**src/rtl/codec_defines.svh**
```systemverilog
`ifndef CODEC_DEFINES_SVH
`define CODEC_DEFINES_SVH

// Sample format and channel count of the TDM128 link
`define CODEC_W         16
`define CODEC_NCH       4

// Gains are unsigned fixed point, unity = 1 << CODEC_GAIN_FRAC
`define CODEC_GAIN_FRAC 6

// APB register map, byte addresses
`define CODEC_ADDR_CTRL   5'h00
`define CODEC_ADDR_STATUS 5'h04
`define CODEC_ADDR_DAC01  5'h08
`define CODEC_ADDR_DAC23  5'h0C
`define CODEC_ADDR_ADC01  5'h10
`define CODEC_ADDR_ADC23  5'h14
`define CODEC_ADDR_GAIN   5'h18

`endif

```
**src/rtl/codec_pkg.sv**
```systemverilog
`include "codec_defines.svh"

package codec_pkg;

    typedef logic signed [`CODEC_W-1:0] sample_t;

    // One TDM frame, ch0 sits in the low bits
    typedef struct packed {
        sample_t ch3;
        sample_t ch2;
        sample_t ch1;
        sample_t ch0;
    } frame_t;

    // Per-channel unsigned gains, g0 in the low byte
    typedef struct packed {
        logic [7:0] g3;
        logic [7:0] g2;
        logic [7:0] g1;
        logic [7:0] g0;
    } gain_t;

    typedef struct packed {
        logic        psel;
        logic        penable;
        logic        pwrite;
        logic [4:0]  paddr;
        logic [31:0] pwdata;
    } apb_req_t;

    typedef struct packed {
        logic        pready;
        logic [31:0] prdata;
        logic        pslverr;
    } apb_rsp_t;

    // Two samples in one bus word, odd channel on top
    typedef struct packed {
        sample_t odd;
        sample_t even;
    } sample_pair_t;

    // Register word seen either as a sample pair or as the gain set
    typedef union packed {
        sample_pair_t pair;
        gain_t        gain;
        logic [31:0]  raw;
    } reg_word_u;

endpackage

```
**src/rtl/apb_regs.sv**
```systemverilog
`timescale 1ns/1ps
`include "codec_defines.svh"

module apb_regs (
    input  logic                  clk_256fs,
    input  logic                  rst,
    input  codec_pkg::apb_req_t   req,
    output codec_pkg::apb_rsp_t   rsp,
    output codec_pkg::frame_t     dac_frame,
    output codec_pkg::gain_t      gains,
    output logic [`CODEC_NCH-1:0] mute,
    input  codec_pkg::frame_t     adc_frame,
    input  logic                  frame_strobe
);

    localparam logic [7:0] UNITY = 8'(1 << `CODEC_GAIN_FRAC);

    logic                  access;
    logic                  mapped;
    logic                  writable;
    logic                  wr_ok;
    logic [15:0]           frame_count;
    codec_pkg::reg_word_u  wr_word;
    codec_pkg::reg_word_u  rd_word;

    // Access phase of an APB transfer, no wait states
    assign access = req.psel & req.penable;
    assign wr_ok  = access & req.pwrite & mapped & writable;

    assign wr_word.raw = req.pwdata;

    // Address decode and read mux
    always_comb begin
        rd_word.raw = '0;
        mapped      = 1'b1;
        writable    = 1'b0;
        case (req.paddr)
            `CODEC_ADDR_CTRL: begin
                rd_word.raw = {{(32-`CODEC_NCH){1'b0}}, mute};
                writable    = 1'b1;
            end
            `CODEC_ADDR_STATUS: begin
                rd_word.raw = {16'h0000, frame_count};
            end
            `CODEC_ADDR_DAC01: begin
                rd_word.pair.even = dac_frame.ch0;
                rd_word.pair.odd  = dac_frame.ch1;
                writable          = 1'b1;
            end
            `CODEC_ADDR_DAC23: begin
                rd_word.pair.even = dac_frame.ch2;
                rd_word.pair.odd  = dac_frame.ch3;
                writable          = 1'b1;
            end
            `CODEC_ADDR_ADC01: begin
                rd_word.pair.even = adc_frame.ch0;
                rd_word.pair.odd  = adc_frame.ch1;
            end
            `CODEC_ADDR_ADC23: begin
                rd_word.pair.even = adc_frame.ch2;
                rd_word.pair.odd  = adc_frame.ch3;
            end
            `CODEC_ADDR_GAIN: begin
                rd_word.gain = gains;
                writable     = 1'b1;
            end
            default: begin
                mapped = 1'b0;
            end
        endcase
    end

    assign rsp.pready  = access;
    assign rsp.prdata  = rd_word.raw;
    // Unmapped address, or a write to a read-only register
    assign rsp.pslverr = access & (~mapped | (req.pwrite & ~writable));

    always_ff @(posedge clk_256fs) begin
        if (rst) begin
            mute        <= '0;
            dac_frame   <= '0;
            gains       <= {UNITY, UNITY, UNITY, UNITY};
            frame_count <= '0;
        end else begin
            if (frame_strobe) begin
                frame_count <= frame_count + 16'd1;
            end
            if (wr_ok) begin
                case (req.paddr)
                    `CODEC_ADDR_CTRL: mute <= req.pwdata[`CODEC_NCH-1:0];
                    `CODEC_ADDR_DAC01: begin
                        dac_frame.ch0 <= wr_word.pair.even;
                        dac_frame.ch1 <= wr_word.pair.odd;
                    end
                    `CODEC_ADDR_DAC23: begin
                        dac_frame.ch2 <= wr_word.pair.even;
                        dac_frame.ch3 <= wr_word.pair.odd;
                    end
                    `CODEC_ADDR_GAIN: gains <= wr_word.gain;
                    default: ;
                endcase
            end
        end
    end

endmodule

```
**src/rtl/codec_top.sv**
```systemverilog
`timescale 1ns/1ps
`include "codec_defines.svh"

module codec_top (
    input  logic                clk_256fs,
    input  logic                rst,
    input  codec_pkg::apb_req_t apb_req,
    output codec_pkg::apb_rsp_t apb_rsp,
    output logic                pdn,
    output logic                mclk,
    output logic                bick,
    output logic                lrck,
    output logic                sdin1,
    input  logic                sdout1
);

    codec_pkg::frame_t     dac_frame;
    codec_pkg::frame_t     scaled;
    codec_pkg::frame_t     adc_frame;
    codec_pkg::gain_t      gains;
    logic [`CODEC_NCH-1:0] mute;
    logic                  frame_strobe;

    // Host side registers
    apb_regs u_regs (
        .clk_256fs    (clk_256fs),
        .rst          (rst),
        .req          (apb_req),
        .rsp          (apb_rsp),
        .dac_frame    (dac_frame),
        .gains        (gains),
        .mute         (mute),
        .adc_frame    (adc_frame),
        .frame_strobe (frame_strobe)
    );

    gain_stage u_gain (
        .clk_256fs (clk_256fs),
        .rst       (rst),
        .dac_frame (dac_frame),
        .gains     (gains),
        .mute      (mute),
        .scaled    (scaled)
    );

    // Serial link to the AK4619
    tdm_port u_tdm (
        .clk_256fs    (clk_256fs),
        .rst          (rst),
        .tx_frame     (scaled),
        .rx_frame     (adc_frame),
        .frame_strobe (frame_strobe),
        .pdn          (pdn),
        .mclk         (mclk),
        .bick         (bick),
        .lrck         (lrck),
        .sdin1        (sdin1),
        .sdout1       (sdout1)
    );

endmodule

```
**src/rtl/gain_stage.sv**
```systemverilog
`timescale 1ns/1ps
`include "codec_defines.svh"

module gain_stage (
    input  logic                  clk_256fs,
    input  logic                  rst,
    input  codec_pkg::frame_t     dac_frame,
    input  codec_pkg::gain_t      gains,
    input  logic [`CODEC_NCH-1:0] mute,
    output codec_pkg::frame_t     scaled
);

    localparam int W    = `CODEC_W;
    localparam int NCH  = `CODEC_NCH;
    localparam int FRAC = `CODEC_GAIN_FRAC;

    logic [NCH-1:0][W-1:0] samples;
    logic [NCH-1:0][7:0]   gain_arr;
    logic [NCH-1:0][W-1:0] result;

    // Signed sample times unsigned gain, then clipped back to W bits
    function automatic logic [W-1:0] scale_sat(input logic signed [W-1:0] s,
                                               input logic [7:0] g);
        logic signed [W+8:0]      prod;
        logic signed [W+8-FRAC:0] shifted;
        prod    = s * $signed({1'b0, g});
        shifted = prod[W+8:FRAC];
        // Clip when any upper bit differs from the sign bit
        if (shifted[W+8-FRAC:W-1] != {(10-FRAC){shifted[W-1]}}) begin
            scale_sat = shifted[W+8-FRAC] ? {1'b1, {(W-1){1'b0}}} : {1'b0, {(W-1){1'b1}}};
        end else begin
            scale_sat = shifted[W-1:0];
        end
    endfunction

    assign samples  = dac_frame;
    assign gain_arr = gains;

    always_comb begin
        for (int i = 0; i < NCH; i++) begin
            result[i] = mute[i] ? '0 : scale_sat(samples[i], gain_arr[i]);
        end
    end

    always_ff @(posedge clk_256fs) begin
        if (rst) begin
            scaled <= '0;
        end else begin
            scaled <= result;
        end
    end

endmodule

```
**src/rtl/tdm_port.sv**
```systemverilog
`timescale 1ns/1ps
`include "codec_defines.svh"

module tdm_port (
    input  logic              clk_256fs,
    input  logic              rst,
    input  codec_pkg::frame_t tx_frame,
    output codec_pkg::frame_t rx_frame,
    output logic              frame_strobe,
    output logic              pdn,
    output logic              mclk,
    output logic              bick,
    output logic              lrck,
    output logic              sdin1,
    input  logic              sdout1
);

    localparam int W   = `CODEC_W;
    localparam int NCH = `CODEC_NCH;
    localparam int BW  = $clog2(W);

    logic [7:0]            clkdiv;
    logic [7:0]            clkdiv_nxt;
    logic [1:0]            channel;
    logic [4:0]            bit_idx;
    logic [1:0]            nxt_channel;
    logic [4:0]            nxt_bit_idx;
    logic [BW-1:0]         tx_bit;
    logic [BW-1:0]         rx_bit;
    logic [NCH-1:0][W-1:0] tx_latch;
    logic [NCH-1:0][W-1:0] tx_src;
    logic [NCH-1:0][W-1:0] rx_words;

    // Codec clocks all come straight off the divider
    assign pdn   = ~rst;
    assign mclk  = clk_256fs;
    assign bick  = clkdiv[0];
    assign lrck  = clkdiv[7];

    assign channel    = clkdiv[7:6];
    assign bit_idx    = clkdiv[5:1];
    assign clkdiv_nxt = clkdiv + 8'd1;

    // Slot position after the coming edge, used when driving SDIN1
    assign nxt_channel = clkdiv_nxt[7:6];
    assign nxt_bit_idx = clkdiv_nxt[5:1];

    // MSB first within each slot
    assign tx_bit = BW'(W - 1) - nxt_bit_idx[BW-1:0];
    assign rx_bit = BW'(W - 1) - bit_idx[BW-1:0];

    assign frame_strobe = (clkdiv == 8'hFF);

    // At the strobe the first bit of the next frame comes from the new frame,
    // the latch only catches up on the same edge
    assign tx_src = frame_strobe ? tx_frame : tx_latch;

    always_ff @(posedge clk_256fs) begin
        if (rst) begin
            clkdiv   <= '0;
            sdin1    <= 1'b0;
            rx_frame <= '0;
        end else begin
            clkdiv <= clkdiv_nxt;

            // BICK about to fall, present the next data bit
            if (bick) begin
                if (nxt_bit_idx < 5'(W)) begin
                    sdin1 <= tx_src[nxt_channel][tx_bit];
                end else begin
                    sdin1 <= 1'b0;
                end
            end

            // Publish the words gathered over the frame that is ending
            if (frame_strobe) begin
                rx_frame <= rx_words;
            end
        end
    end

    always_ff @(posedge clk_256fs) begin
        if (frame_strobe) begin
            tx_latch <= tx_frame;
        end

        // BICK about to rise, sample the codec output
        if (!bick && bit_idx < 5'(W)) begin
            rx_words[channel][rx_bit] <= sdout1;
        end
    end

endmodule

```
**config.mk**
```make
export PLATFORM = sky130hd
export DESIGN_NAME = codec_top
export DESIGN_NICKNAME = d
export VERILOG_FILES = /design/src/rtl/codec_pkg.sv /design/src/rtl/apb_regs.sv /design/src/rtl/codec_top.sv /design/src/rtl/gain_stage.sv /design/src/rtl/tdm_port.sv
export VERILOG_INCLUDE_DIRS = /design/src /design/src/rtl
export SDC_FILE = /design/constraint.sdc
export NUM_CORES = 2
export LEC_CHECK = 0
export BUFFER_PORTS_ARGS = -buffer_cell sky130_fd_sc_hd__buf_4
export CAP_MARGIN = 10
export CORE_UTILIZATION = 35
export DETAILED_ROUTE_END_ITERATION = 16
export HOLD_SLACK_MARGIN = 0.06
export PLACE_DENSITY = 0.46
export SLEW_MARGIN = 5
export SYNTH_ARGS = -nofsm -noshare
export SYNTH_HDL_FRONTEND = slang
export SYNTH_SLANG_ARGS = --single-unit
```
**constraint.sdc**
```tcl
create_clock -name clk_256fs -period 17.23 [get_ports clk_256fs]
set_input_delay 0.8615 -clock clk_256fs [delete_from_list [all_inputs] [get_ports clk_256fs]]
set_output_delay 0.8615 -clock clk_256fs [all_outputs]
set_load 0.01 [all_outputs]
```
; ---- Word level (Yosys, flattened, before mapping)
; Index checks and enable logic that the tools add are counted.
[word_totals]
ff_bits = 381
inputBits = 43
out_inout_bits = 39
elab_cells = 102
[op_classes]
n_addsub = 4
n_mul = 4
order_cmp = 8
n_eq_ne = 11
n_mux = 22
bitwise_logic = 10
n_reduce_logical = 15
[ops]
columns = cell, count
row1 = $pmux W32 S7, 1
row2 = $mux W16, 10
row3 = $mul A16 B9 Y25, 4
row4 = $bwmux W64, 1
row5 = $mux W64, 1
row6 = $bmux W16 S2, 1
row7 = $demux W16 S2, 1
row8 = $add A16 B1 Y16 const B, 1
row9 = $eq A5 B5 Y1 const B, 3
row10 = $ne A3 B3 Y1, 4
row11 = $eq A5 B4 Y1 const B, 2
row12 = $lt A4 B5 Y1 const B, 2
row13 = $lt A5 B5 Y1 const B, 2
row14 = $add A8 B1 Y8 const B, 1
row15 = $eq A8 B8 Y1 const B, 1
row16 = $reduce_and A2 Y1, 4
row17 = $reduce_or A2 Y1, 4
row18 = $sub A4 B4 Y4 const A, 2
row19 = $reduce_or A7 Y1, 1
row20 = $and A1 B1 Y1, 6
row21 = $lt A2 B3 Y1 const B, 2
row22 = $eq A5 B3 Y1 const B, 1
row23 = $logic_not A5 Y1, 1
row24 = $mux W1, 5
row25 = other kinds (9), 13

; ---- Logic depth before layout (Yosys ltp)
[depth]
depth_word = 8
depth_mapped = 22
mapped_depth_nobuf = 20

; ---- Modules after synthesis
; Synthesis repeated with hierarchy kept, for this count alone.
[unflattened]
cells_unflattened = 3828
area_unflattened_um2 = 33343.2
[modules_own_cells]
columns = mod, n_inst, cells_each, area_per_inst_um2, seq_area_each_um2
row1 = gain_stage, 1, 2298, 19914.1, 1281.2
row2 = tdm_port, 1, 816, 7787.5, 4664.5
row3 = apb_regs, 1, 714, 5641.7, 2322.2

==> reports/metrics.yaml <==
placed_design:
  globalplace.congestion: 0.8180
  placedCellCount: 4988
  place_hpwl_mm: 74.91
  dpl_cell_area_sq_mm: 0.03449
  port-buffer-count: 81
drt:
  drt_wl_total_mm: 98.25
  vias: 24669
  wl_per_cell_um: 19.35
  avgViaCountPerCell: 4.859
  first_iter_violations: 1794
  drtPass1Iterations: 8
  ant_nets: 0
  drcViolationCount: 0
pwr:
  p_leak_uw: 0.01663
  sw_frac_of_total_pct: 23.55
  p_comb_share_pct: 3.0
  p_per_area_mw_per_mm2: 55.16
  power_frac_seq_pct: 45.8
  clkPwrFrac_pct: 51.2
  peakVddDrop_mv: 0.08547
  p_switching_uw: 468.7
  internal_power_uw: 1521
worst_setup_path:
  critical_path_required_ns: 16.37
  path_class: "clk -> out"
  crit_family: "buffers and inverters"
  critPathMaxFanout: 2
  path_buf_inv: 3
  path_cells: "clkbuf_16 -> clkbuf_16 -> buf_4"
  crit_path_top_delay_cell: "clkbuf_16"
  start_kind: "clock port"
  critPathMostFrequentCell: "clkbuf_16"
  worstPathArrival_ns: 9.00
  cp_slowest_stage_delay_ns: 0.13
  worstSetupEndpointType: "output port"
sta:
  worst_pin_slew_ns: 1.208
  rsz0062_at_grt: "false"
  setup_viol: 0
  setup_tns_ns: 0
  fin_skew_ns: 0.05040
  drv_slew: 0
  max_slew_margin_pct: 19.31
  hold_slack_ns: 0.3845
  hold_violations: 0
synth:
  yosys_warnings: 0
  synth.distinct_cells: 76
  syn_nets: 4492
  synth_cells: 3859
  avgSynthCellArea_sq_um: 8.543
  ys_seq_area_share_pct: 25.08
  synth_edf_count: 64
  synth_seq_cells: 381
  synth-main-ff-cell: "dfxtp_1"
  syn-cell-area_sq_mm: 0.03297
  synthArstFlopShare_pct: 0
clocking:
  cts.repair.resized: 0
  cts_tree: "yes"
  hold_buffers: 0
  insertion_delay_ns: 0.72
  clkTransAtPathRegs_ns: 0.06
  post-cts-setup-buffers: 0
die:
  core-area_sq_mm: 0.09333
  start_util_pct: 35.33
  num_rows: 112
  die-area_sq_mm: 0.09543
  pin_count: 82
  die_width_um: 308.9
  fp.dieH_um: 308.9
global_route:
  grt_overflow: 0
  grt_pass1_wl_mm: 152.8
  grt_usage_pct: 21.03
  antenna_found_initial: 5
  grt_pass1_vias: 25074
  grt_max_degree: 183
final_layout:
  fillers: 9714
  finish.net_count: 4417
  regArea_sq_mm: 0.008268
  fin_area_sq_mm: 0.03608
  fin_cells: 5077
  multi_input_area_sq_mm: 0.02146
  syn_to_final_growth_pct: 9.423
  drive_above_1_share_pct: 6.281
outcome:
  status: "finished, final reports clean"
job:
  cap_violations: 0
worst_hold_path:
  hp-class: "in -> reg"
[final timing paths]
check	from	end	slack, ns	cells past startpoint
max	clk_256fs	mclk	7.37	3
min	apb_req[14]	u_regs.gains[14]	0.38	3
max reg2reg	u_regs.gains[28]	u_gain.scaled[60]	10.82	17
min reg2reg	u_gain.scaled[60]	u_tdm.tx_latch[60]	0.40	2
[metal layers]
metal  GRT usage [%]  vias to the layer above  wire (um)
met3           2.624                      104       4246
li1                -                    11866          -
met2           32.50                      510      42730
met5               0                        -          0
met4           5.883                        0       2595
met1           30.75                    12189      48670
[power groups by stage]
| stage | Clock [uW] | Sequential [uW] | Combinational (uW) |
|---|---|---|---|
| 3_3_place_gp | 4.78 | 931 | 60.2 |
| 2_1_floorplan | 4.78 | 927 | 29.4 |
| 6_report | 1020 | 911 | 59.7 |
| 4_1_cts | 1040 | 911 | 60.1 |
| 3_5_place_dp | 4.78 | 930 | 59.9 |
| 5_1_grt | 1080 | 911 | 64.3 |
[stage by stage]
step	utilization [%]	setup WS (ns)	power [uW]
5_1_grt	38.65	7.365	2057
4_1_cts	38.65	7.366	2016
3_3_place_gp	36.95	7.634	995.5
2_1_floorplan	-	7.634	961.5
6_report	38.65	7.370	1990
3_5_place_dp	36.95	7.634	995.1
[registers in the layout, indices dropped and copies added, names as in the netlist]
register and cells:
u_tdm.rx_frame 64, u_tdm.tx_latch 64, u_tdm.clkdiv 8, u_tdm.rx_words 64
u_tdm.sdin1 1, u_regs.gains 32, u_gain.scaled 64, u_regs.mute 4
u_regs.frame_count 16, u_regs.dac_frame 64
[worst register-to-register path: stages, from the launching register on]
cell,delay (ns)
dfxtp_1,0.92
nand2_1,0.17
fa_1,0.55
inv_1,0.05
fa_1,0.48
fa_1,0.50
inv_1,0.05
fa_1,0.47
inv_1,0.05
ha_1,0.35
a22o_1,0.25
or4_1,0.49
a21oi_2,0.21
nor3_1,0.11
o41a_1,0.43
mux2i_1,0.14
o21ai_1,0.80
a211oi_1,0.17
[area by class of cell]
type                            count  share of cell area, %
Multi-Input combinational cell   2613                  59.49
Tap cell                         1254                  4.349
Clock buffer                       63                  3.607
Timing Repair Buffer              104                  2.209
Clock inverter                     25                 0.8081
Antenna cell                        2                0.01387
Inverter                          635                  6.607
Sequential cell                   381                  22.92
[synthesized netlist by cell type, drive strengths merged, types with 5 or more instances]
cell    instances  share of area [%]
o21bai          5               0.11
mux2            7               0.24
o31a            5               0.14
dfxtp         317                 19
and3           11               0.22
inv           635                7.2
xnor2          66                1.8
nor2          164                1.9
mux2i          17               0.52
and2          235                4.5
mux4           28                1.9
a21oi         211                3.2
a21o           15               0.34
a22oi          60                1.4
or2             9               0.17
fa            404                 25
or3             7               0.13
nand4          11               0.21
ha            186                7.1
nor3           25               0.39
o21a           53                1.2
nand2b          9               0.17
a21boi          5               0.11
nand2         855                9.7
o21ai          35               0.53
a211oi         18               0.41
buf            32               0.50
nand3          39               0.63
a31oi          13               0.27
nor2b          12               0.23
xor2           34               0.90
a222oi         20               0.61
edfxtp         64                5.8
clkbuf        198                2.3
[logic make-up (layout without fill, tap and decap cells)]
family          count (synthesis)  after routing  synth area share (%)
mux                            52             52                 2.668
xor+xnor                      100            100                 2.657
compound gates                472            472                 9.196
simple gates                 1399           1399                 18.82
flops                         381            381                 25.08
fa+ha+maj                     590            590                 31.59
other cells                     0              2                     0
buf+inv                       865            827                 9.989
[cells in the final DEF (no fill, tap or decap), types with 10 or more instances in the layout]
cell / instances
clkbuf_16: 48
buf_4: 103
nor3_1: 22
inv_1: 635
nand4_1: 11
a21o_1: 15
fa_1: 404
clkbuf_1: 10
a211oi_1: 18
a21oi_1: 210
dfxtp_1: 317
xor2_1: 33
mux4_2: 28
and2_1: 233
ha_1: 186
nor2b_1: 11
o21a_1: 53
edfxtp_1: 64
mux2i_1: 17
a22oi_1: 60
a222oi_1: 20
nand3_1: 38
xnor2_1: 65
o21ai_0: 33
nand2_1: 855
a31oi_1: 12
and3_1: 10
nor2_1: 158
(Power assumes the default switching activity.)
